**src/hw/priority_selector.sv**
```systemverilog
`default_nettype none
`timescale 1ns/1ps

module priority_selector #(
	parameter int SIZE = 32 // number of request lines
) (
	input wire logic [SIZE-1:0] req, // one bit per candidate, bit 0 is the favourite
	input wire logic en, // nothing is granted while this is low
	output logic [SIZE-1:0] gnt // one hot, or all zero
);

	// scan from the top down so the lowest set request is the last to write gnt
	always_comb
	begin
		gnt = '0;
		if (en)
		begin
			for (int i = SIZE - 1; i >= 0; i--)
			begin
				if (req[i])
				begin
					gnt = '0; // drop whatever a higher request picked
					gnt[i] = 1'b1;
				end
			end
		end
	end

	// with no request set the loop never fires and gnt stays zero,
	// so callers read an empty grant as nothing available

endmodule

`default_nettype wire

```
**config.mk**
```make
export PLATFORM = sky130hd
export DESIGN_NAME = priority_selector
export DESIGN_NICKNAME = d
export VERILOG_FILES = /design/src/hw/priority_selector.sv
export SDC_FILE = /design/constraint.sdc
export NUM_CORES = 1
export LEC_CHECK = 0
export CAP_MARGIN = 40
export CORE_AREA = 2 2 50 52
export DETAILED_ROUTE_END_ITERATION = 6
export DIE_AREA = 0 0 52 54
export DONT_BUFFER_PORTS = 1
export GPL_TIMING_DRIVEN = 0
export PLACE_DENSITY = 0.45
export SLEW_MARGIN = 20
export SYNTH_ARGS = -nofsm -noshare
export SYNTH_HDL_FRONTEND = slang
export SYNTH_SLANG_ARGS = --single-unit
```
**constraint.sdc**
```tcl
create_clock -name vclk -period 1.3
set_input_delay 0.13 -clock vclk [all_inputs]
set_output_delay 0.13 -clock vclk [all_outputs]
set_load 0.03 [all_outputs]
```
# Yosys cells after proc, flatten, opt, wreduce, memory -nomap -nowiden
# Index checks and enable logic that the tools add are counted.
# classes
muxes	33
# op_table
op	count
$mux 32	33
# totals
output_inout_bits	32
register_bits	0
elab_cells	33
in_bits	33

# Logic depth before layout (Yosys ltp)
# Gate-level depths: netlist of run 1.
# depth
depth_word	33
depth_mapped	4

# Worst setup path after synthesis of run 1
# Ideal clock, no wire load.
# synth_timing
kind	input-to-output
start	input req[4]
end	output gnt[12]
t_required_ns	1.170
cell_stages	3
n_path_buf	0
arrival_time_ns	1.763
setup_slack_ns	-0.593
path_cell_list	nor3_2 > nand3_1 > nor4b_1
# synth_between
elab_chain_len	6
# synth_rtl
element	line	text
start, declared	7	input wire logic [SIZE-1:0] req,
$mux 32 (5 in a row)	20	if (req[i])
$mux 32	16	if (en)
end, declared	9	output logic [SIZE-1:0] gnt
# Every way passes these cells.

# Worst setup path after layout of run 1
# layout_timing
start	input req[0]
end	output gnt[29]
# layout_between
elab_chain_len	2
# layout_rtl
element	line
$mux 32	20
$mux 32	16
# Every way passes these cells.

==> metrics.cfg, run 1 <==
[layout]
area_growth_syn_to_layout_pct = 114.0
multi_input_area_um2 = 848.3
drive_above_1_share_pct = 62.89
final_cell_area_um2 = 1149
fillers = 205
regArea_um2 = 0
diodes = 0
seq_cells = 0
clkbuf_count = 0
fin_nets = 132

[synthesis]
synthSimpleGateAreaFrac_pct = 93.01
ys_seq_area_share_pct = 0
synth_compound_area_share_pct = 0
yosys_warnings = 0
synthTopCellsByArea = nor3_1 (11%), nor2_1 (8.4%), nor4_4 (7.9%)
synth_cells = 76
yosys.area.top_type = nor3_1
postSynthNetCount = 109
synth_area_um2 = 536.8
ys_types = 25
synthAdderAreaFrac_pct = 0
syn_area_per_cell_um2 = 7.063
synth_mux_area_share_pct = 0
synth_top_area_share_pct = 11.19
synth_top_family_by_area = simple AND/OR/NAND/NOR gates
synth-xor-area-share_pct = 0
synth_commonest_cells = nor2_1 (12), nor3_1 (12), nand2_1 (9), inv_1 (7), nand3b_1 (4)

[global_route]
antenna_found_initial = 0
grt-ovfl-total = 0
grt_pass1_vias = 607
track_usage_pct = 11.18
grt_pass1_wl_mm = 2.497
grt_max_degree = 9

[critical_path]
worstSetupEndpoint = gnt[29]
critical_path.startpoint = req[0]
worstPathCellList = nor3b_4 -> buf_4 -> nand4_4 -> buf_12 -> nor4_4
worst-path-max-fanout = 5
endpoint_kind = output port
arrival_ns = 1.28
cp_slowest_cell = nor4_4
crit_type = input port to output port
startpoint_type = input port
slowest_delay_ns = 0.50
crit_required_ns = 1.17

[sta]
rsz0062_at_grt = yes
hold_viol = 0
timing.hold.ws_ns = 0.3074
tightest_slew_ns = 0.5152
slew_headroom_pct = 65.51
finalSetupViolCount = 21
setup_slack_ns = -0.1136
period_share_pct = 108.7
final_period_minus_worst_setup_slack_ns = 1.414
drv_slew = 0
fmax_mhz = 707.4

[route]
firstDrtPassIters = 3
drt_iter0_markers = 3
final_antenna_net_count = 0
wirelength_mm = 1.867
viasPerCell = 5.394
via_count = 685
drc = 0
wl_per_cell_um = 14.70

[floorplan]
rows = 18
die_h_um = 54
die_area_um2 = 2808
io_pins = 65
die_w_um = 52
core_region_area_um2 = 2320
initial_core_util_pct = 23.14

[placement]
dp_hpwl_mm = 1.418
dpl_cell_area_um2 = 789.5
port-buffer-count = 0
gp_congestion = 0.6393

[status]
status = finished, violations left
violations = setup timing

[job]
cap_violations = 0

[min_path]
min_path_type = input port to output port

[power_and_ir_drop]
powerDensity_nw_per_um2 = 101.0
ir_drop_uv = 90.89
leakage_nw = 0.5831

placed cells by master, fill, tap and decap left out, types with 2 or more instances in the layout:
cell type and count:
nor2_4 3, buf_6 9, nand3b_1 4, and2_1 2
nor3b_4 2, nor4b_4 5, nor2_1 8, nor4_4 8
nand2_1 8, nand4_4 2, buf_12 3, nor3_4 13
and3_1 2, inv_1 7, buf_4 10, and3b_1 2
worst max-delay path: cells and delay by family:
family / cells / cell delay, ns
buffers and inverters: 2 / 0.32
and+or+nand+nor: 3 / 0.83
power by group:
group | internal (mW) | total [mW] | switching, mW
clock network | 0 | 0 | 0
logic | 0.0541 | 0.116 | 0.0619
registers | 0 | 0 | 0
final cells by class:
cell class | instances | share of cell area [%]
plain buffers | 1 | 1.743
well taps | 30 | 3.268
repair buffers | 21 | 18.85
inverters | 7 | 2.288
multi-input cells | 68 | 73.86
worst min path at each step:
stage | slack, ns | start | endpoint | depth (start not counted)
after floorplan | 0.31 | req[7] | gnt[8] | 1
after global routing | 0.31 | req[7] | gnt[8] | 1
after detailed placement | 0.31 | req[7] | gnt[8] | 1
after CTS | 0.31 | req[7] | gnt[8] | 1
final | 0.31 | req[7] | gnt[8] | 1
after global placement | 0.31 | req[7] | gnt[8] | 1
per-layer routing:
layer  track usage (%)  wire (um)  share of wire [%]
met4                 0          0                  0
met5                 0          0                  0
met3             2.222        164                8.8
met1             11.51        657                 35
met2             24.05       1045                 56
metrics by stage:
stage | TNS (ns) | power [mW] | setup slack, ns | util [%] | std cells
floorplan | -3.097 | 0.07394 | -0.1967 | - | 76
global placement | -6.995 | 0.07968 | -0.3766 | 34.03 | 106
detailed placement | -7.274 | 0.08029 | -0.4012 | 34.03 | 106
CTS | -1.726 | 0.1080 | -0.1345 | 45.09 | 121
global route | -2.513 | 0.1231 | -0.1799 | 49.51 | 127
finish | -1.304 | 0.1161 | -0.1136 | 49.51 | 127
cells by family after synthesis:
family / after synthesis
buf+inv: 8
simple gates: 68
timing repair:
item / CTS / global route
hold buffers: 0 / 0
buffers inserted: 15 / 6
pin swaps: 18 / 21
endpoints found under the setup margin: 25 / 22
gates resized for setup: 21 / 13
Note: power is estimated with default switching activity, not from simulation.
==> run 2, diff against run 1 <==
--- a/config.mk
+++ b/config.mk
@@ -5,13 +5,13 @@
 export SDC_FILE = /design/constraint.sdc
 export NUM_CORES = 1
 export LEC_CHECK = 0
+export BUFFER_PORTS_ARGS = -buffer_cell sky130_fd_sc_hd__buf_2
 export CAP_MARGIN = 40
 export CORE_AREA = 2 2 50 52
 export DETAILED_ROUTE_END_ITERATION = 6
 export DIE_AREA = 0 0 52 54
-export DONT_BUFFER_PORTS = 1
 export GPL_TIMING_DRIVEN = 0
-export PLACE_DENSITY = 0.45
+export PLACE_DENSITY = 0.64
 export SLEW_MARGIN = 20
 export SYNTH_ARGS = -nofsm -noshare
 export SYNTH_HDL_FRONTEND = slang
==> run 2 against run 1 <==
The flow still finishes with violations (setup timing); routed wire length grew 41%; setup slack lost 0.077 ns; flip-flop and latch count is the same; first-iteration DRC count grew to 4.7 times the previous value; sequential share of layout area is the same; largest cell class unchanged.
==> metrics.cfg, run 2 (synthesis gave the netlist of run 1 again) <==
[sta]
finalSetupViolCount = 24  ; was 21
final_period_minus_worst_setup_slack_ns = 1.491  ; was 1.414 ns
timing.hold.ws_ns = 0.5765  ; was 0.3074 ns
tns_ns = -2.488  ; was -1.304 ns
hold_viol = 0  ; unchanged
tightest_slew_ns = 0.2598  ; was 0.5152 ns
setup_slack_ns = -0.1907  ; was -0.1136 ns
slew_headroom_pct = 82.55  ; was 65.51%
fmax_mhz = 670.8  ; was 707.4 MHz
period_share_pct = 114.7  ; was 108.7%
rsz0062_at_grt = yes  ; unchanged
drv_slew = 0  ; unchanged

[global_route]
antenna_found_initial = 0  ; unchanged
grt_pass1_wl_mm = 3.774  ; was 2.497 mm
grt_max_degree = 11  ; was 9
grt-ovfl-total = 0  ; unchanged
track_usage_pct = 17.36  ; was 11.18%
grt_pass1_vias = 830  ; was 607

[layout]
final_core_util_pct = 71.36  ; was 49.51%
multi_input_area_um2 = 824.5  ; was 848.3 um2
seq_cells = 0  ; unchanged
final_cell_area_um2 = 1655  ; was 1149 um2
final_cells = 195  ; was 127
drive_above_1_share_pct = 78.79  ; was 62.89%
fillers = 176  ; was 205
diodes = 0  ; unchanged
fin_nets = 200  ; was 132
final_common_cell = buf_6  ; was nor3_4
area_growth_syn_to_layout_pct = 208.4  ; was 114.0%
clkbuf_count = 0  ; unchanged
mostFrequentLayoutCells = buf_6 (29), buf_2 (28), buf_4 (26)  ; was nor3_4 (13), buf_4 (10), buf_6 (9)
regArea_um2 = 0  ; unchanged

[floorplan]
io_pins = 65  ; unchanged
rows = 18  ; unchanged
die_area_um2 = 2808  ; unchanged
die_h_um = 54  ; unchanged
initial_core_util_pct = 23.14  ; unchanged
core_region_area_um2 = 2320  ; unchanged
die_w_um = 52  ; unchanged

[critical_path]
endpoint_kind = output port  ; unchanged
startpoint_type = input port  ; unchanged
worst-path-max-fanout = 3  ; was 5
crit_type = input port to output port  ; unchanged
arrival_ns = 1.36  ; was 1.28 ns
crit_required_ns = 1.17  ; about the same

[min_path]
min_path_type = input port to output port  ; unchanged

[job]
cap_violations = 0  ; unchanged

[route]
wl_per_cell_um = 13.46  ; was 14.70 um
viasPerCell = 4.908  ; was 5.394
top_layer_used = met4  ; was met3
met3_length_um = 119  ; was 164 um
route.met2.wl_mm = 1.559  ; was 1.045 mm
firstDrtPassIters = 4  ; was 3
final_antenna_net_count = 0  ; unchanged
met1_length_um = 923  ; was 657 um
drt_iter0_markers = 14  ; was 3
drc = 0  ; unchanged
via_count = 957  ; was 685
wirelength_mm = 2.624  ; was 1.867 mm

[placement]
port-buffer-count = 65  ; was 0
gp_congestion = 0.6337  ; was 0.6393
place_inst = 171  ; was 106
post-place-ws_ns = -0.4351  ; was -0.4012 ns
dpl_cell_area_um2 = 1115  ; was 789.5 um2
dp_hpwl_mm = 1.741  ; was 1.418 mm

[status]
status = finished, violations left  ; unchanged
violations = setup timing  ; unchanged

[power_and_ir_drop]
leakage_nw = 0.8366  ; was 0.5831 nW
finalPower_mw = 0.2641  ; was 0.1161 mW
powerDensity_nw_per_um2 = 159.6  ; was 101.0 nW/um2
ir_drop_uv = 112.9  ; was 90.89 uV

[cts]
hold_buffers = 0  ; unchanged

==> run 2: cell types whose count changed in the layout (fill, tap and decap cells not counted), moves of 2 or more <==
| cell | change |
|---|---|
| buf_2 | +28 |
| buf_4 | +16 |
| buf_12 | -2 |
| nor3_4 | -6 |
| nor3_2 | +6 |
| buf_8 | +5 |
| buf_6 | +20 |
==> run 2: path summary, 6_finish.rpt <==
path | startpoint | end | cells after the start
worst min-delay path | req[8] | gnt[10] | 3
worst max-delay path | req[0] | gnt[24] | 7
==> run 2: timing repair <==
action / 4_1_cts / 5_1_grt
resized for setup: 75 / 21
endpoints found under the setup margin: 25 / 30
pin swaps: 19 / 10
setup buffers: 18 / 6
==> run 2: layout make-up <==
cell class,instances,area share (%)
inverter,7,1.738
multi-input combinational,68,49.81
tap,30,2.268
timing repair buffer,89,45.28
buffer,1,0.9070
==> run 2: critical path, stage by stage <==
cell	delay (ns)
buf_8	0.10
nor3b_4	0.22
buf_6	0.14
nand4_4	0.15
buf_12	0.18
nor4b_4	0.26
buf_6	0.17
==> run 2: routing by layer <==
metal  global-route usage [%]  vias to the layer above
met3                   0.5556                        2
li1                         -                      471
met2                    36.50                       33
met4                    1.316                        0
met1                    19.77                      451
met5                        0                        -
==> run 2: report_power, final <==
group,leakage [nW],switching [mW],internal [mW]
sequential,0,0,0
combinational,0.837,0.136,0.128
clock,0,0,0
total,0.837,0.136,0.128
