### src/hw/prf_defines.svh
`ifndef PRF_DEFINES_SVH
`define PRF_DEFINES_SVH

// number of physical registers, any power of two from 4 up
`define PRF_SIZE 32

// width of one physical register
`define PRF_DATA_WIDTH 64

// index into the register file, 5 bits at the default size
`define PRF_IDX_WIDTH $clog2(`PRF_SIZE)

`endif

### src/hw/prf_pkg.sv
`default_nettype none
`include "prf_defines.svh"

package prf_pkg;

	// life cycle of one physical register
	typedef enum logic [1:0] {
		ENTRY_FREE  = 2'd0, // on the free list, can be granted to a rename port
		ENTRY_WAIT  = 2'd1, // granted, its producer has not broadcast yet
		ENTRY_READY = 2'd2  // value captured from a cdb, readable by issue
	} prf_entry_state_t;

	typedef logic [`PRF_IDX_WIDTH-1:0] prf_idx_t;

	//////////////////////////////////////////////////////////////
	// port bundles
	//////////////////////////////////////////////////////////////

	typedef struct packed {
		logic valid;
		prf_idx_t tag; // physical register the result belongs to
		logic [`PRF_DATA_WIDTH-1:0] value;
	} cdb_bcast_t;

	typedef struct packed {
		logic valid; // low when no entry was free or nothing was asked for
		prf_idx_t idx;
	} rename_grant_t;

	typedef struct packed {
		logic valid;
		prf_idx_t idx; // old mapping released when an instruction retires
	} retire_free_t;

	typedef struct packed {
		logic valid; // the operand is there, the instruction can take it
		logic [`PRF_DATA_WIDTH-1:0] value;
	} operand_read_t;

endpackage

`default_nettype wire

### src/hw/prf_one_entry.sv
`default_nettype none
`timescale 1ns/1ps
`include "prf_defines.svh"

module prf_one_entry
	import prf_pkg::*;
(
	input wire logic clock,
	input wire logic reset,
	input wire logic free_this_entry, // retire or recovery free, beats everything else
	input wire logic write_enable, // cdb hit while this entry waits
	input wire logic [`PRF_DATA_WIDTH-1:0] data_in,
	input wire logic allocate, // this entry was granted to a rename port
	output prf_entry_state_t state,
	output logic [`PRF_DATA_WIDTH-1:0] data_out
);

	prf_entry_state_t next_state;

	// free wins over a grant or a write landing in the same cycle
	always_comb
	begin
		next_state = state;
		if (free_this_entry)
			next_state = ENTRY_FREE;
		else
		begin
			case (state)
				ENTRY_FREE:
					if (allocate)
						next_state = ENTRY_WAIT; // rename took it, value still in flight
				ENTRY_WAIT:
					if (write_enable)
						next_state = ENTRY_READY; // producer broadcast on a cdb
				ENTRY_READY:
					next_state = ENTRY_READY; // stays readable until released
				default:
					next_state = ENTRY_FREE; // the spare encoding falls back to free
			endcase
		end
	end

	always_ff @(posedge clock)
	begin
		if (reset)
			state <= ENTRY_FREE; // every register starts on the free list
		else
			state <= next_state;
	end

	// the value itself only moves when a cdb writes it
	always_ff @(posedge clock)
	begin
		if (write_enable)
			data_out <= data_in;
	end

endmodule

`default_nettype wire

### config.mk
export PLATFORM = sky130hd
export DESIGN_NAME = prf_one_entry
export DESIGN_NICKNAME = d
export VERILOG_FILES = /design/src/hw/prf_pkg.sv /design/src/hw/prf_one_entry.sv
export VERILOG_INCLUDE_DIRS = /design/src /design/src/hw
export SDC_FILE = /design/constraint.sdc
export NUM_CORES = 1
export LEC_CHECK = 0
export BUFFER_PORTS_ARGS = -buffer_cell sky130_fd_sc_hd__buf_2
export CORE_ASPECT_RATIO = 1.25
export CORE_MARGIN = 4
export CORE_UTILIZATION = 41
export CTS_CLUSTER_DIAMETER = 60
export CTS_CLUSTER_SIZE = 20
export DETAILED_ROUTE_END_ITERATION = 16
export PLACE_DENSITY = 0.79
export SYNTH_ARGS = -nofsm -noshare
export SYNTH_HDL_FRONTEND = slang
export SYNTH_SLANG_ARGS = --single-unit
### constraint.sdc
create_clock -name clock -period 1.2 [get_ports clock]
set_input_delay 0.06 -clock clock [delete_from_list [all_inputs] [get_ports clock]]
set_output_delay 0.06 -clock clock [all_outputs]
set_load 0.05 [all_outputs]
# == After elaboration in Yosys (flattened, before gate mapping) ==
# Index checks and enable logic that the tools add are counted.
# op_classes
n_reduce_logical,3
muxes,3
eq_ne,4
# op_table
op,count
$pmux 2 s3,1
$mux 2,2
$ne 2x2->1 const B,2
$eq 2x1->1 const B,1
$eq 2x2->1 const B,1
$logic_not 2->1,1
$reduce_and 2->1,1
$reduce_or 2->1,1
# totals
wordCells,12
ff_bits,66
in_bits,69

# == Logic depth before layout (Yosys ltp) ==
# Gate-level depths: netlist of run 1.
# depth
depth_word,3
mapped_depth,4
ltp_nobuf,4

# == Worst setup path after synthesis of run 1 ==
# No wires, ideal clock.
# synth_path
path_kind,reg2reg
startpoint,reg state[0]
endpoint,reg state[0]
setup_slack_ns,-0.242
arrival_time_ns,1.371
required_time_ns,1.128
setup_time_ns,0.072
period_less_slack_ns,1.442
n_path_buf,0
path_stages_with_launch,5
cell_sequence,dfxtp_1 -> inv_1 -> ha_1 -> a22oi_4 -> mux2i_1
# synth_via
elab_chain_len,3
elab_cells_between_ends,7
# synth_lines
element,line_no,source
start: declaration,prf_one_entry.sv:14,"output prf_entry_state_t state,"
start signal: assignment,prf_one_entry.sv:48,state <= next_state;
$eq 2x1->1 or $logic_not 2->1 (tied branches),prf_one_entry.sv:28,case (state)
$ne 2x2->1 (no source line),-,
$reduce_and 2->1 (no source line),-,
# Several ways; a longest one is shown, not always the timed one.
# A chain may end at the register's enable or synchronous reset.

# == Worst setup path after layout of run 1 ==
# Ends and elaborated chain as after synthesis.

==> load_flow_metrics.sql, run 1 <==
INSERT INTO impl_metrics (metric_group, metric, value, unit) VALUES
('flow_run', 'drv_cap', '0', ''),
('setup_path', 'critical_path.max_stage_delay', '0.37', 'ns'),
('setup_path', 'end_kind', 'register', ''),
('placement', 'portBuffers', '134', ''),
('status', 'run_status', 'completed', ''),
('setup_path', 'cp_cell_sequence', 'inv_2, ha_4, a22oi_4, mux2i_1', ''),
('min_path', 'hold_class', 'input port to register', ''),
('timing', 'worst-slew-pin-transition', '0.273', 'ns'),
('power', 'p_leak', '1.63', 'nW'),
('logic_synthesis', 'post_syn_instances', '81', ''),
('layout', 'finalNetCount', '364', ''),
('setup_path', 'start_kind', 'register', ''),
('drt', 'route.vias.total', '1594', ''),
('logic_synthesis', 'synth-seq-area-share', '94.6', '%'),
('timing', 'post_route_setup_tns', '0', 'ns'),
('layout', 'regArea', '1970', 'µm²'),
('clock_tree', 'clock_insertion_delay_worst_skew', '0.34', 'ns'),
('clock_tree', 'tritoncts.num_buffers', '9', ''),
('floorplan', 'pin_count', '135', ''),
('floorplan', 'die-height', '87.5', 'µm'),
('drt', 'drt_antenna_net_count', '0', ''),
('floorplan', 'die_width', '71.6', 'µm'),
('clock_tree', 'cts_htree_levels', '3', ''),
('drt', 'highest-signal-layer', 'met4', ''),
('logic_synthesis', 'synthesis.area', '2070', 'µm²'),
('drt', 'detail_route.wirelength.met1', '1.98', 'mm'),
('logic_synthesis', 'syn_avg_cell_area', '25.6', 'µm²'),
('timing', 'setup_ws', '0.0711', 'ns'),
('power', 'power_per_cell_area', '1540', 'nW/µm²'),
('timing', 'finalClockSkew', '0.00348', 'ns'),
('timing', 'timing.final.setup_violations', '0', ''),
('global_route', 'global_route.usage.total', '21.7', '%'),
('timing', 'finalHoldViolCount', '0', ''),
('drt', 'drt_pass1_iterations', '4', ''),
('layout', 'multi_input_comb_area', '113', 'µm²'),
('drt', 'route.detailed.drc', '0', ''),
('global_route', 'grt_pass1_vias', '1836', ''),
('layout', 'area.growth.synth_to_final', '78.5', '%'),
('timing', 'fin_crit_sh', '94.1', '%'),
('clock_tree', 'clkSinkCount', '66', ''),
('logic_synthesis', 'synth_edf_count', '64', ''),
('logic_synthesis', 'top_cells_by_area_synth', 'sky130_fd_sc_hd__edfxtp_1 93%, sky130_fd_sc_hd__dfxtp_1 1.9%, sky130_fd_sc_hd__ha_1 1.8%', ''),
('drt', 'avgRoutedWirePerCell', '17.9', 'µm'),
('layout', 'antenna_cells_inserted', '0', ''),
('placement', 'final_weighted_congestion_in_routability_driven_placement', '0.727', ''),
('global_route', 'antenna_found_initial', '0', ''),
('clock_tree', 'post-cts-setup-buffers', '0', ''),
('logic_synthesis', 'postSynth.topFlopCell', 'sky130_fd_sc_hd__edfxtp_1', ''),
('power', 'design_power_total', '0.00571', 'W'),
('timing', 'final-max-slew-violation-count', '0', ''),
('power', 'ir_drop_worst_case_vdd', '0.00125', 'V'),
('setup_path', 'critical_path_buf_inv_count', '1', ''),
('setup_path', 'reg2reg_from', 'state[0]', ''),
('logic_synthesis', 'postSynthRegisterBits', '66', ''),
('timing', 'timing.final.crit_period', '1.13', 'ns'),
('setup_path', 'worstSetupPathType', 'register to register', ''),
('floorplan', 'coreArea', '4830', 'µm²'),
('global_route', 'grt_first_pass_wirelength', '9.60', 'mm'),
('global_route', 'grt_start_max_net_pins', '40', ''),
('drt', 'dr_wl_met2', '3.58', 'mm'),
('floorplan', 'floorplan.initialDensity', '42.9', '%'),
('setup_path', 'r2r_cells', '4', ''),
('clock_tree', 'cts_tree', 'yes', ''),
('setup_path', 'kind_of_cell_adding_the_most_delay_to_the_critical_path', 'flip-flops', ''),
('drt', 'routed-wl-met3', '577', 'µm'),
('setup_path', 'timing.critical_path.fanout_max', '4', ''),
('drt', 'vias_per_cell', '4.46', ''),
('clock_tree', 'clk_pin_slew_worst_paths', '0.07', 'ns'),
('floorplan', 'core.rowCount', '28', ''),
('global_route', 'gr-total-overflow', '0', ''),
('setup_path', 'path_depth', '4', '');
power breakdown:
group / leakage (nW) / internal, W / switching [W]
sequential: 0.644 / 0.00272 / 0.0000527
combinational: 0.891 / 0.000362 / 0.000829
clock: 0.0914 / 0.000957 / 0.000784
metrics by stage:
stage | cell area [µm²] | hold WS [ns] | instances | util, %
floorplan | 2080 | 0.159 | 81 | -
CTS | 3690 | 0.0125 | 357 | 76.3
finish | 3700 | 0.0798 | 357 | 76.6
global placement | 2870 | 0.236 | 277 | 59.3
detailed placement | 2870 | 0.238 | 277 | 59.3
global route | 3700 | 0.109 | 357 | 76.6
final cells by class:
cell class / count / area share (%)
Clock inverter: 3 / 1.08
Multi-Input combinational cell: 11 / 3.04
Inverter: 4 / 0.406
Sequential cell: 66 / 53.2
Clock buffer: 13 / 3.75
Timing Repair Buffer: 200 / 36.5
Tap cell: 60 / 2.03
kinds of logic after synthesis:
group / after synthesis / synth area share [%]
flops: 66 / 94.6
simple gates: 5 / 0.904
compound gates: 1 / 1.03
buf+inv: 4 / 0.724
fa+ha+maj: 3 / 1.81
mux: 2 / 0.965
worst min-delay path: cells and delay by family:
family | cells | cell delay (ns)
buffers and inverters | 1 | 0.08
and+or+nand+nor | 2 | 0.15
muxes | 1 | 0.07
path summary, 6_finish.rpt:
path,slack [ns],end
setup / recovery,0.07,state[0]
hold / removal,0.08,state[1]
setup reg to reg,0.07,state[0]
hold reg to reg,0.54,state[1]
cell usage in the layout, fill, tap and decap left out:
| cell type | synthesis | final |
|---|---|---|
| sky130_fd_sc_hd__buf_2 | 0 | 134 |
| sky130_fd_sc_hd__edfxtp_1 | 64 | 64 |
| sky130_fd_sc_hd__dlygate4sd3_1 | 0 | 64 |
| sky130_fd_sc_hd__clkbuf_8 | 0 | 9 |
| sky130_fd_sc_hd__nand2_1 | 4 | 4 |
| sky130_fd_sc_hd__clkbuf_1 | 0 | 4 |
| sky130_fd_sc_hd__inv_2 | 0 | 2 |
| sky130_fd_sc_hd__inv_1 | 4 | 2 |
| sky130_fd_sc_hd__mux2i_1 | 2 | 2 |
| sky130_fd_sc_hd__clkinv_2 | 0 | 2 |
| sky130_fd_sc_hd__buf_12 | 0 | 2 |
| sky130_fd_sc_hd__dfxtp_4 | 0 | 2 |
| sky130_fd_sc_hd__nor2_1 | 1 | 1 |
| sky130_fd_sc_hd__a22oi_4 | 1 | 1 |
| sky130_fd_sc_hd__ha_4 | 0 | 1 |
| sky130_fd_sc_hd__ha_1 | 3 | 1 |
| sky130_fd_sc_hd__ha_2 | 0 | 1 |
| sky130_fd_sc_hd__bufinv_16 | 0 | 1 |
flip-flops by register name, indices dropped and copies added (netlist names):
| name | count |
|---|---|
| data_out | 64 |
| state | 2 |
timing repair:
action | in CTS | in global routing
gates resized for setup | 0 | 5
hold buffers | 64 | 0
endpoints found under the hold margin | 64 | 0
setup endpoints to repair | 0 | 2
routing by layer:
| metal | vias to the layer above | track usage (%) |
|---|---|---|
| met3 | 21 | 8.96 |
| met1 | 736 | 20.0 |
| met5 | - | 0 |
| met4 | 0 | 12.6 |
| li1 | 739 | - |
| met2 | 98 | 39.4 |
No activity file was read; power rests on OpenSTA's default activity.
==> run 2: changes to the inputs <==
RECOVER_POWER = 25   (was unset)
==> run 2 against run 1 <==
Against the previous run: hold slack worse by 0.00051 ns; die area stayed put; routed wire length hardly changed; cell area is 0.84% lower; critical endpoint unchanged; register-to-register slack hardly changed; sequential power hardly changed; largest cell class unchanged; via count is 0.38% lower; utilization is 0.65 points lower.
==> load_flow_metrics.sql, run 2 (synthesis results as in run 1) <==
INSERT INTO impl_metrics (metric_group, metric, value, unit) VALUES
('global_route', 'gr-total-overflow', '0', ''),
('flow_run', 'drv_cap', '0', ''),
('setup_path', 'cp.arrival', '1.38', 'ns'),
('clock_tree', 'clock_insertion_delay_worst_skew', '0.34', 'ns'),
('setup_path', 'worst_r2r_endpoint', 'state[0]', ''),
('setup_path', 'start_kind', 'register', ''),
('drt', 'route.detailed.drc', '0', ''),
('layout', 'antenna_cells_inserted', '0', ''),
('power', 'power_per_cell_area', '1550', 'nW/µm²'),
('timing', 'timing.final.setup_violations', '0', ''),
('placement', 'hpwl', '3.37', 'mm'),
('timing', 'fin_crit_sh', '94.1', '%'),
('timing', 'relSlewSlack', '36.4', '%'),
('floorplan', 'pin_count', '135', ''),
('layout', 'largest_reg_flops', '64', ''),
('layout', 'mostFrequentLayoutCells', '133 x sky130_fd_sc_hd__buf_2, 64 x sky130_fd_sc_hd__edfxtp_1, 64 x sky130_fd_sc_hd__dlygate4sd3_1', ''),
('min_path', 'hold_class', 'input port to register', ''),
('setup_path', 'crit_required', '1.45', 'ns'),
('min_path', 'hold_path_end', 'state[1]', ''),
('min_path', 'worstHoldStart', 'reset', ''),
('timing', 'timing.final.crit_period', '1.13', 'ns'),
('placement', 'portBuffers', '134', ''),
('clock_tree', 'cts_htree_levels', '3', ''),
('drt', 'initialDrtViolationCount', '77', ''),
('setup_path', 'timing.critical_path.fanout_max', '4', ''),
('placement', 'final_weighted_congestion_in_routability_driven_placement', '0.727', ''),
('floorplan', 'floorplan.initialDensity', '42.9', '%'),
('setup_path', 'critical_path.max_stage_delay', '0.37', 'ns'),
('drt', 'drt_pass1_iterations', '5', ''),
('clock_tree', 'cell_chosen_for_the_clock_root', 'sky130_fd_sc_hd__clkbuf_8', ''),
('drt', 'routed_wirelength', '6.39', 'mm'),
('timing', 'fmax', '0.886', 'GHz'),
('setup_path', 'end_kind', 'register', ''),
('floorplan', 'coreArea', '4830', 'µm²'),
('timing', 'final-max-slew-violation-count', '0', ''),
('global_route', 'antenna_found_initial', '0', ''),
('drt', 'vias_per_cell', '4.45', ''),
('clock_tree', 'post-cts-setup-buffers', '0', ''),
('layout', 'layout.cells.most_common', 'sky130_fd_sc_hd__buf_2', ''),
('timing', 'finalHoldViolCount', '0', ''),
('setup_path', 'r2r_cells', '4', ''),
('drt', 'avgRoutedWirePerCell', '17.9', 'µm'),
('power', 'p_leak', '1.61', 'nW'),
('status', 'run_status', 'completed', ''),
('global_route', 'grt_start_max_net_pins', '40', ''),
('setup_path', 'rrSetupSlack', '0.07', 'ns'),
('power', 'ir_drop_worst_case_vdd', '0.00125', 'V'),
('floorplan', 'die-height', '87.5', 'µm'),
('timing', 'post_route_setup_tns', '0', 'ns'),
('layout', 'area.growth.synth_to_final', '77.0', '%'),
('setup_path', 'cp_cell_sequence', 'inv_2, ha_4, a22oi_4, mux2i_1', ''),
('drt', 'route.vias.total', '1588', ''),
('clock_tree', 'clkSinkCount', '66', ''),
('global_route', 'grt_pass1_vias', '1836', ''),
('layout', 'postLayoutCoreUtil', '75.9', '%'),
('global_route', 'grt_first_pass_wirelength', '9.60', 'mm'),
('setup_path', 'cp_slowest_cell', 'sky130_fd_sc_hd__dfxtp_4', ''),
('setup_path', 'worstSetupPathType', 'register to register', ''),
('setup_path', 'reg2reg_from', 'state[0]', ''),
('layout', 'max_flop_register', 'data_out', ''),
('layout', 'finalNetCount', '364', ''),
('clock_tree', 'ctsLongestPathBuffers', '2', ''),
('floorplan', 'die_width', '71.6', 'µm'),
('timing', 'rsz_0062_raised_after_global_routing', 'no', ''),
('drt', 'drt_antenna_net_count', '0', ''),
('clock_tree', 'tritoncts.num_buffers', '9', ''),
('layout', 'post_route_cells_drive_above_1_share', '51.9', '%'),
('global_route', 'global_route.usage.total', '21.7', '%'),
('timing', 'worst-slew-pin-transition', '0.954', 'ns'),
('floorplan', 'core.rowCount', '28', ''),
('timing', 'finalClockSkew', '0.00359', 'ns'),
('min_path', 'whs_path_depth', '4', ''),
('clock_tree', 'clk_pin_slew_worst_paths', '0.07', 'ns'),
('layout', 'layout_top_registers', 'data_out (64), state (2)', ''),
('clock_tree', 'cts_tree', 'yes', ''),
('floorplan', 'die-area', '6270', 'µm²');
==> run 2: cell types whose count changed in the layout (fill, tap and decap cells not counted), sizes merged <==
cell    delta
buf        -3
clkbuf     +3
==> run 2: worst max-delay path, delay by kind of cell, from the launching register on <==
kind	cells	cell delay (ns)
buffers and inverters	1	0.06
flip-flops	1	0.37
AO/OA/AOI/OAI	1	0.21
multiplexers	1	0.24
adder cells (fa/ha/maj)	1	0.17
==> run 2: metrics by stage <==
stage | instance area, µm² | setup WS, ns | hold WS [ns] | total power, W | instances
global route | 3670 | 0.0159 | 0.109 | 0.00589 | 357
global placement | 2870 | 0.159 | 0.236 | 0.00380 | 277
floorplan | 2080 | 0.0358 | 0.159 | 0.00349 | 81
detailed placement | 2870 | 0.0994 | 0.238 | 0.00382 | 277
CTS | 3690 | 0.0880 | 0.0125 | 0.00569 | 357
finish | 3670 | 0.0714 | 0.0793 | 0.00571 | 357
==> run 2: worst max-delay path by stage <==
stage	start	endpoint	slack, ns	cells past startpoint
after global placement	state[0]	state[1]	0.16	4
after detailed placement	state[0]	state[0]	0.1	4
after CTS	state[0]	state[0]	0.09	4
final	state[0]	state[0]	0.07	4
after global routing	state[0]	state[1]	0.02	4
after floorplan	state[0]	state[0]	0.04	4
==> run 2: area by class of cell <==
class | count | area (µm²)
clock inverters | 3 | 40.0
inverters | 4 | 15.0
flip-flops and latches | 66 | 1970
clock buffers | 13 | 139
fillers | 289 | 1160
repair buffers | 200 | 1320
well taps | 60 | 75.1
multi-input cells | 11 | 113
==> run 2: what timing repair did <==
item / CTS / global route
endpoints found under the hold margin: 64 / 0
hold buffers: 64 / 0
gates resized for setup: 0 / 5
endpoints found under the setup margin: 0 / 2
==> run 2: metal layers <==
| layer | part of all wire (%) | GRT usage, % |
|---|---|---|
| met1 | 31 | 20.0 |
| met2 | 57 | 39.4 |
| met3 | 8.9 | 8.96 |
| met4 | 3.8 | 12.6 |
| met5 | 0 | 0 |
==> run 2: report_power, final <==
| part | switching, W | internal, W | total, W |
|---|---|---|---|
| clock | 0.000793 | 0.000957 | 0.00175 |
| sequential | 0.0000525 | 0.00273 | 0.00278 |
| combinational | 0.000827 | 0.000351 | 0.00118 |
==> run 3: changes to the inputs <==
ABC_AREA = 1   (was unset)
HOLD_SLACK_MARGIN = 0.05   (was unset)
==> run 3 against run 2 <==
Against the previous run: via count is 2.2% higher; first-iteration DRC count is 1.3% lower; synthesized area is 0.30% higher; sequential share of layout area is 0.23 points lower; critical path type unchanged; total power is 1.4% lower; non-clock buffer count is 3 higher; highest routed layer unchanged; die area is 0.28% higher; flip-flop and latch count stayed put; routed wire length is 8.2% lower; critical path depth is 2 higher; synthesized cell count is 6.2% higher; register-to-register slack better by 0.10 ns.
==> load_flow_metrics.sql, run 3 <==
INSERT INTO impl_metrics (metric_group, metric, value, unit) VALUES
('clock_tree', 'ctsLongestPathBuffers', '2', ''),
('layout', 'antenna_cells_inserted', '0', ''),
('floorplan', 'core.rowCount', '28', ''),
('drt', 'vias_per_cell', '4.46', ''),
('setup_path', 'crit_required', '1.41', 'ns'),
('drt', 'route.vias.total', '1623', ''),
('layout', 'layout.cells.most_common', 'sky130_fd_sc_hd__buf_2', ''),
('placement', 'portBuffers', '134', ''),
('drt', 'drt_antenna_net_count', '0', ''),
('layout', 'finalNetCount', '372', ''),
('status', 'run_status', 'completed', ''),
('logic_synthesis', 'top_cells_by_area_synth', 'sky130_fd_sc_hd__edfxtp_1 92%, sky130_fd_sc_hd__dfxtp_1 1.9%, sky130_fd_sc_hd__ha_1 1.8%', ''),
('placement', 'hpwl', '3.60', 'mm'),
('setup_path', 'timing.critical_path.fanout_max', '4', ''),
('layout', 'number_of_fill_cells_in_the_layout', '293', ''),
('timing', 'timing.final.setup_violations', '0', ''),
('drt', 'initialDrtViolationCount', '76', ''),
('placement', 'total_cell_area_at_the_placement_stage', '2860', 'µm²'),
('drt', 'drt_pass1_iterations', '4', ''),
('logic_synthesis', 'postSynth.topFlopCell', 'sky130_fd_sc_hd__edfxtp_1', ''),
('clock_tree', 'cts_tree', 'yes', ''),
('layout', 'layout_top_registers', 'data_out (64), state (2)', ''),
('layout', 'post_route_cells_drive_above_1_share', '49.3', '%'),
('floorplan', 'pin_count', '135', ''),
('power', 'ir_drop_worst_case_vdd', '0.000893', 'V'),
('logic_synthesis', 'syn-num-nets', '158', ''),
('setup_path', 'start_kind', 'register', ''),
('floorplan', 'die-height', '87.7', 'µm'),
('clock_tree', 'tritoncts.num_buffers', '9', ''),
('layout', 'final_design_area_no_fill', '3680', 'µm²'),
('global_route', 'gr-total-overflow', '0', ''),
('logic_synthesis', 'ys_warn_count', '0', ''),
('global_route', 'grt_first_pass_wirelength', '8.95', 'mm'),
('timing', 'finalHoldViolCount', '0', ''),
('timing', 'fmax', '0.972', 'GHz'),
('drt', 'route.detailed.drc', '0', ''),
('timing', 'worst-slew-pin-transition', '0.740', 'ns'),
('setup_path', 'worstSetupPathType', 'register to register', ''),
('global_route', 'grt_start_max_net_pins', '43', ''),
('layout', 'area.growth.synth_to_final', '76.7', '%'),
('placement', 'final_weighted_congestion_in_routability_driven_placement', '0.669', ''),
('setup_path', 'end_kind', 'register', ''),
('global_route', 'grt_pass1_vias', '1801', ''),
('logic_synthesis', 'synth_top_area_cell', 'sky130_fd_sc_hd__edfxtp_1', ''),
('layout', 'max_flop_register', 'data_out', ''),
('layout', 'largest_reg_flops', '64', ''),
('timing', 'post_route_setup_tns', '0', 'ns'),
('timing', 'fin_crit_sh', '85.7', '%'),
('logic_synthesis', 'yosysMostFrequentCell', 'sky130_fd_sc_hd__edfxtp_1', ''),
('logic_synthesis', 'synth_edf_count', '64', ''),
('min_path', 'hold_class', 'input port to register', ''),
('flow_run', 'drv_cap', '0', ''),
('floorplan', 'die-area', '6290', 'µm²'),
('floorplan', 'floorplan.initialDensity', '43.0', '%'),
('global_route', 'global_route.usage.total', '19.6', '%'),
('logic_synthesis', 'netlist-cell-type-count', '10', ''),
('clock_tree', 'cell_chosen_for_the_clock_root', 'sky130_fd_sc_hd__clkbuf_8', ''),
('layout', 'mostFrequentLayoutCells', '133 x sky130_fd_sc_hd__buf_2, 66 x sky130_fd_sc_hd__dlygate4sd3_1, 64 x sky130_fd_sc_hd__edfxtp_1', ''),
('clock_tree', 'clock_insertion_delay_worst_skew', '0.32', 'ns'),
('logic_synthesis', 'syn_avg_cell_area', '24.2', 'µm²'),
('logic_synthesis', 'post_synth_most_frequent_cells', '64 x sky130_fd_sc_hd__edfxtp_1, 6 x sky130_fd_sc_hd__inv_1, 3 x sky130_fd_sc_hd__ha_1', ''),
('clock_tree', 'post_cts_resize_count', '0', ''),
('logic_synthesis', 'post_syn_instances', '86', ''),
('global_route', 'antenna_found_initial', '0', ''),
('power', 'design_power_total', '0.00563', 'W'),
('floorplan', 'coreArea', '4830', 'µm²'),
('drt', 'avgRoutedWirePerCell', '16.1', 'µm'),
('power', 'p_leak', '1.61', 'nW'),
('logic_synthesis', 'postSynthRegisterBits', '66', ''),
('power', 'power_per_cell_area', '1530', 'nW/µm²'),
('logic_synthesis', 'synth-seq-area-share', '94.3', '%'),
('setup_path', 'cp.arrival', '1.24', 'ns'),
('timing', 'timing.final.crit_period', '1.03', 'ns'),
('logic_synthesis', 'synthesis.area', '2080', 'µm²'),
('logic_synthesis', 'yosys.area.top_type_share', '92.4', '%'),
('timing', 'relSlewSlack', '50.7', '%'),
('drt', 'routed_wirelength', '5.87', 'mm'),
('timing', 'rsz_0062_raised_after_global_routing', 'no', ''),
('layout', 'multi_input_comb_area', '96.3', 'µm²'),
('timing', 'finalClockSkew', '0.000226', 'ns'),
('timing', 'final-max-slew-violation-count', '0', ''),
('logic_synthesis', 'async_reset_ff_share', '0', '%'),
('clock_tree', 'clk_pin_slew_worst_paths', '0.06', 'ns'),
('layout', 'regArea', '1960', 'µm²'),
('floorplan', 'die_width', '71.7', 'µm'),
('clock_tree', 'clkSinkCount', '66', ''),
('clock_tree', 'cts_htree_levels', '3', '');
-- run 3: changes by cell type after synthesis, moves of 2 or more --
cell	before	now
sky130_fd_sc_hd__mux2i_1	2	0
sky130_fd_sc_hd__nand2_2	0	2
sky130_fd_sc_hd__a21oi_1	0	2
sky130_fd_sc_hd__inv_1	4	6
sky130_fd_sc_hd__nand2_1	4	2
sky130_fd_sc_hd__nand3_1	0	2
-- run 3: cell type report --
| class | count | share of cell area [%] |
|---|---|---|
| tap | 60 | 2.04 |
| timing repair buffer | 203 | 36.6 |
| inverter | 6 | 0.612 |
| clock buffer | 10 | 3.47 |
| multi-input combinational | 14 | 2.62 |
| clock inverter | 5 | 1.26 |
| sequential | 66 | 53.4 |
-- run 3: path summary, 6_finish.rpt --
check             cells after the start  endpoint  slack, ns  startpoint
setup / recovery                      6  state[0]       0.17    state[0]
hold / removal                        5  state[1]       0.14    allocate
setup reg to reg                      6  state[0]       0.17    state[0]
hold reg to reg                       2  state[1]       0.50    state[1]
-- run 3: critical path, stage by stage (launching register included) --
cell	delay, ns
sky130_fd_sc_hd__dfxtp_2	0.36
sky130_fd_sc_hd__inv_1	0.07
sky130_fd_sc_hd__ha_1	0.20
sky130_fd_sc_hd__nand2_2	0.09
sky130_fd_sc_hd__nand3_1	0.09
sky130_fd_sc_hd__nand2_1	0.07
sky130_fd_sc_hd__nor2_1	0.04
-- run 3: logic make-up after synthesis --
group / count (synthesis) / synth area share [%]
AOI/OAI and AO/OA: 2 / 0.481
adders and majority gates: 3 / 1.80
buffers and inverters: 6 / 1.08
DFF: 66 / 94.3
and+or+nand+nor: 9 / 2.35
-- run 3: layer usage --
layer	track usage, %	up-vias	part of all wire [%]
met5	0	-	0
met4	9.74	0	2.8
met3	6.54	17	8.8
met2	37.0	90	57
met1	18.5	764	31
li1	-	752	-
-- run 3: stage by stage --
| step | hold WS (ns) | std cells | setup WS, ns | utilization, % |
|---|---|---|---|---|
| finish | 0.145 | 364 | 0.171 | 76.1 |
| detailed placement | 0.238 | 283 | 0.187 | 59.2 |
| global placement | 0.236 | 283 | 0.224 | 59.2 |
| global route | 0.149 | 364 | 0.0884 | 76.1 |
| floorplan | 0.159 | 86 | 0.0137 | - |
| CTS | 0.103 | 364 | 0.186 | 76.5 |
-- run 3: power breakdown --
part	total, W	internal, W	leakage [nW]	switching, W
Sequential	0.00278	0.00273	0.644	0.0000504
Clock	0.00167	0.000924	0.0886	0.000742
Combinational	0.00118	0.000352	0.877	0.000828
-- run 3: timing repair --
item	4_1_cts	5_1_grt
hold buffers	66	0
endpoints found under the hold margin	66	0
setup buffers	0	0
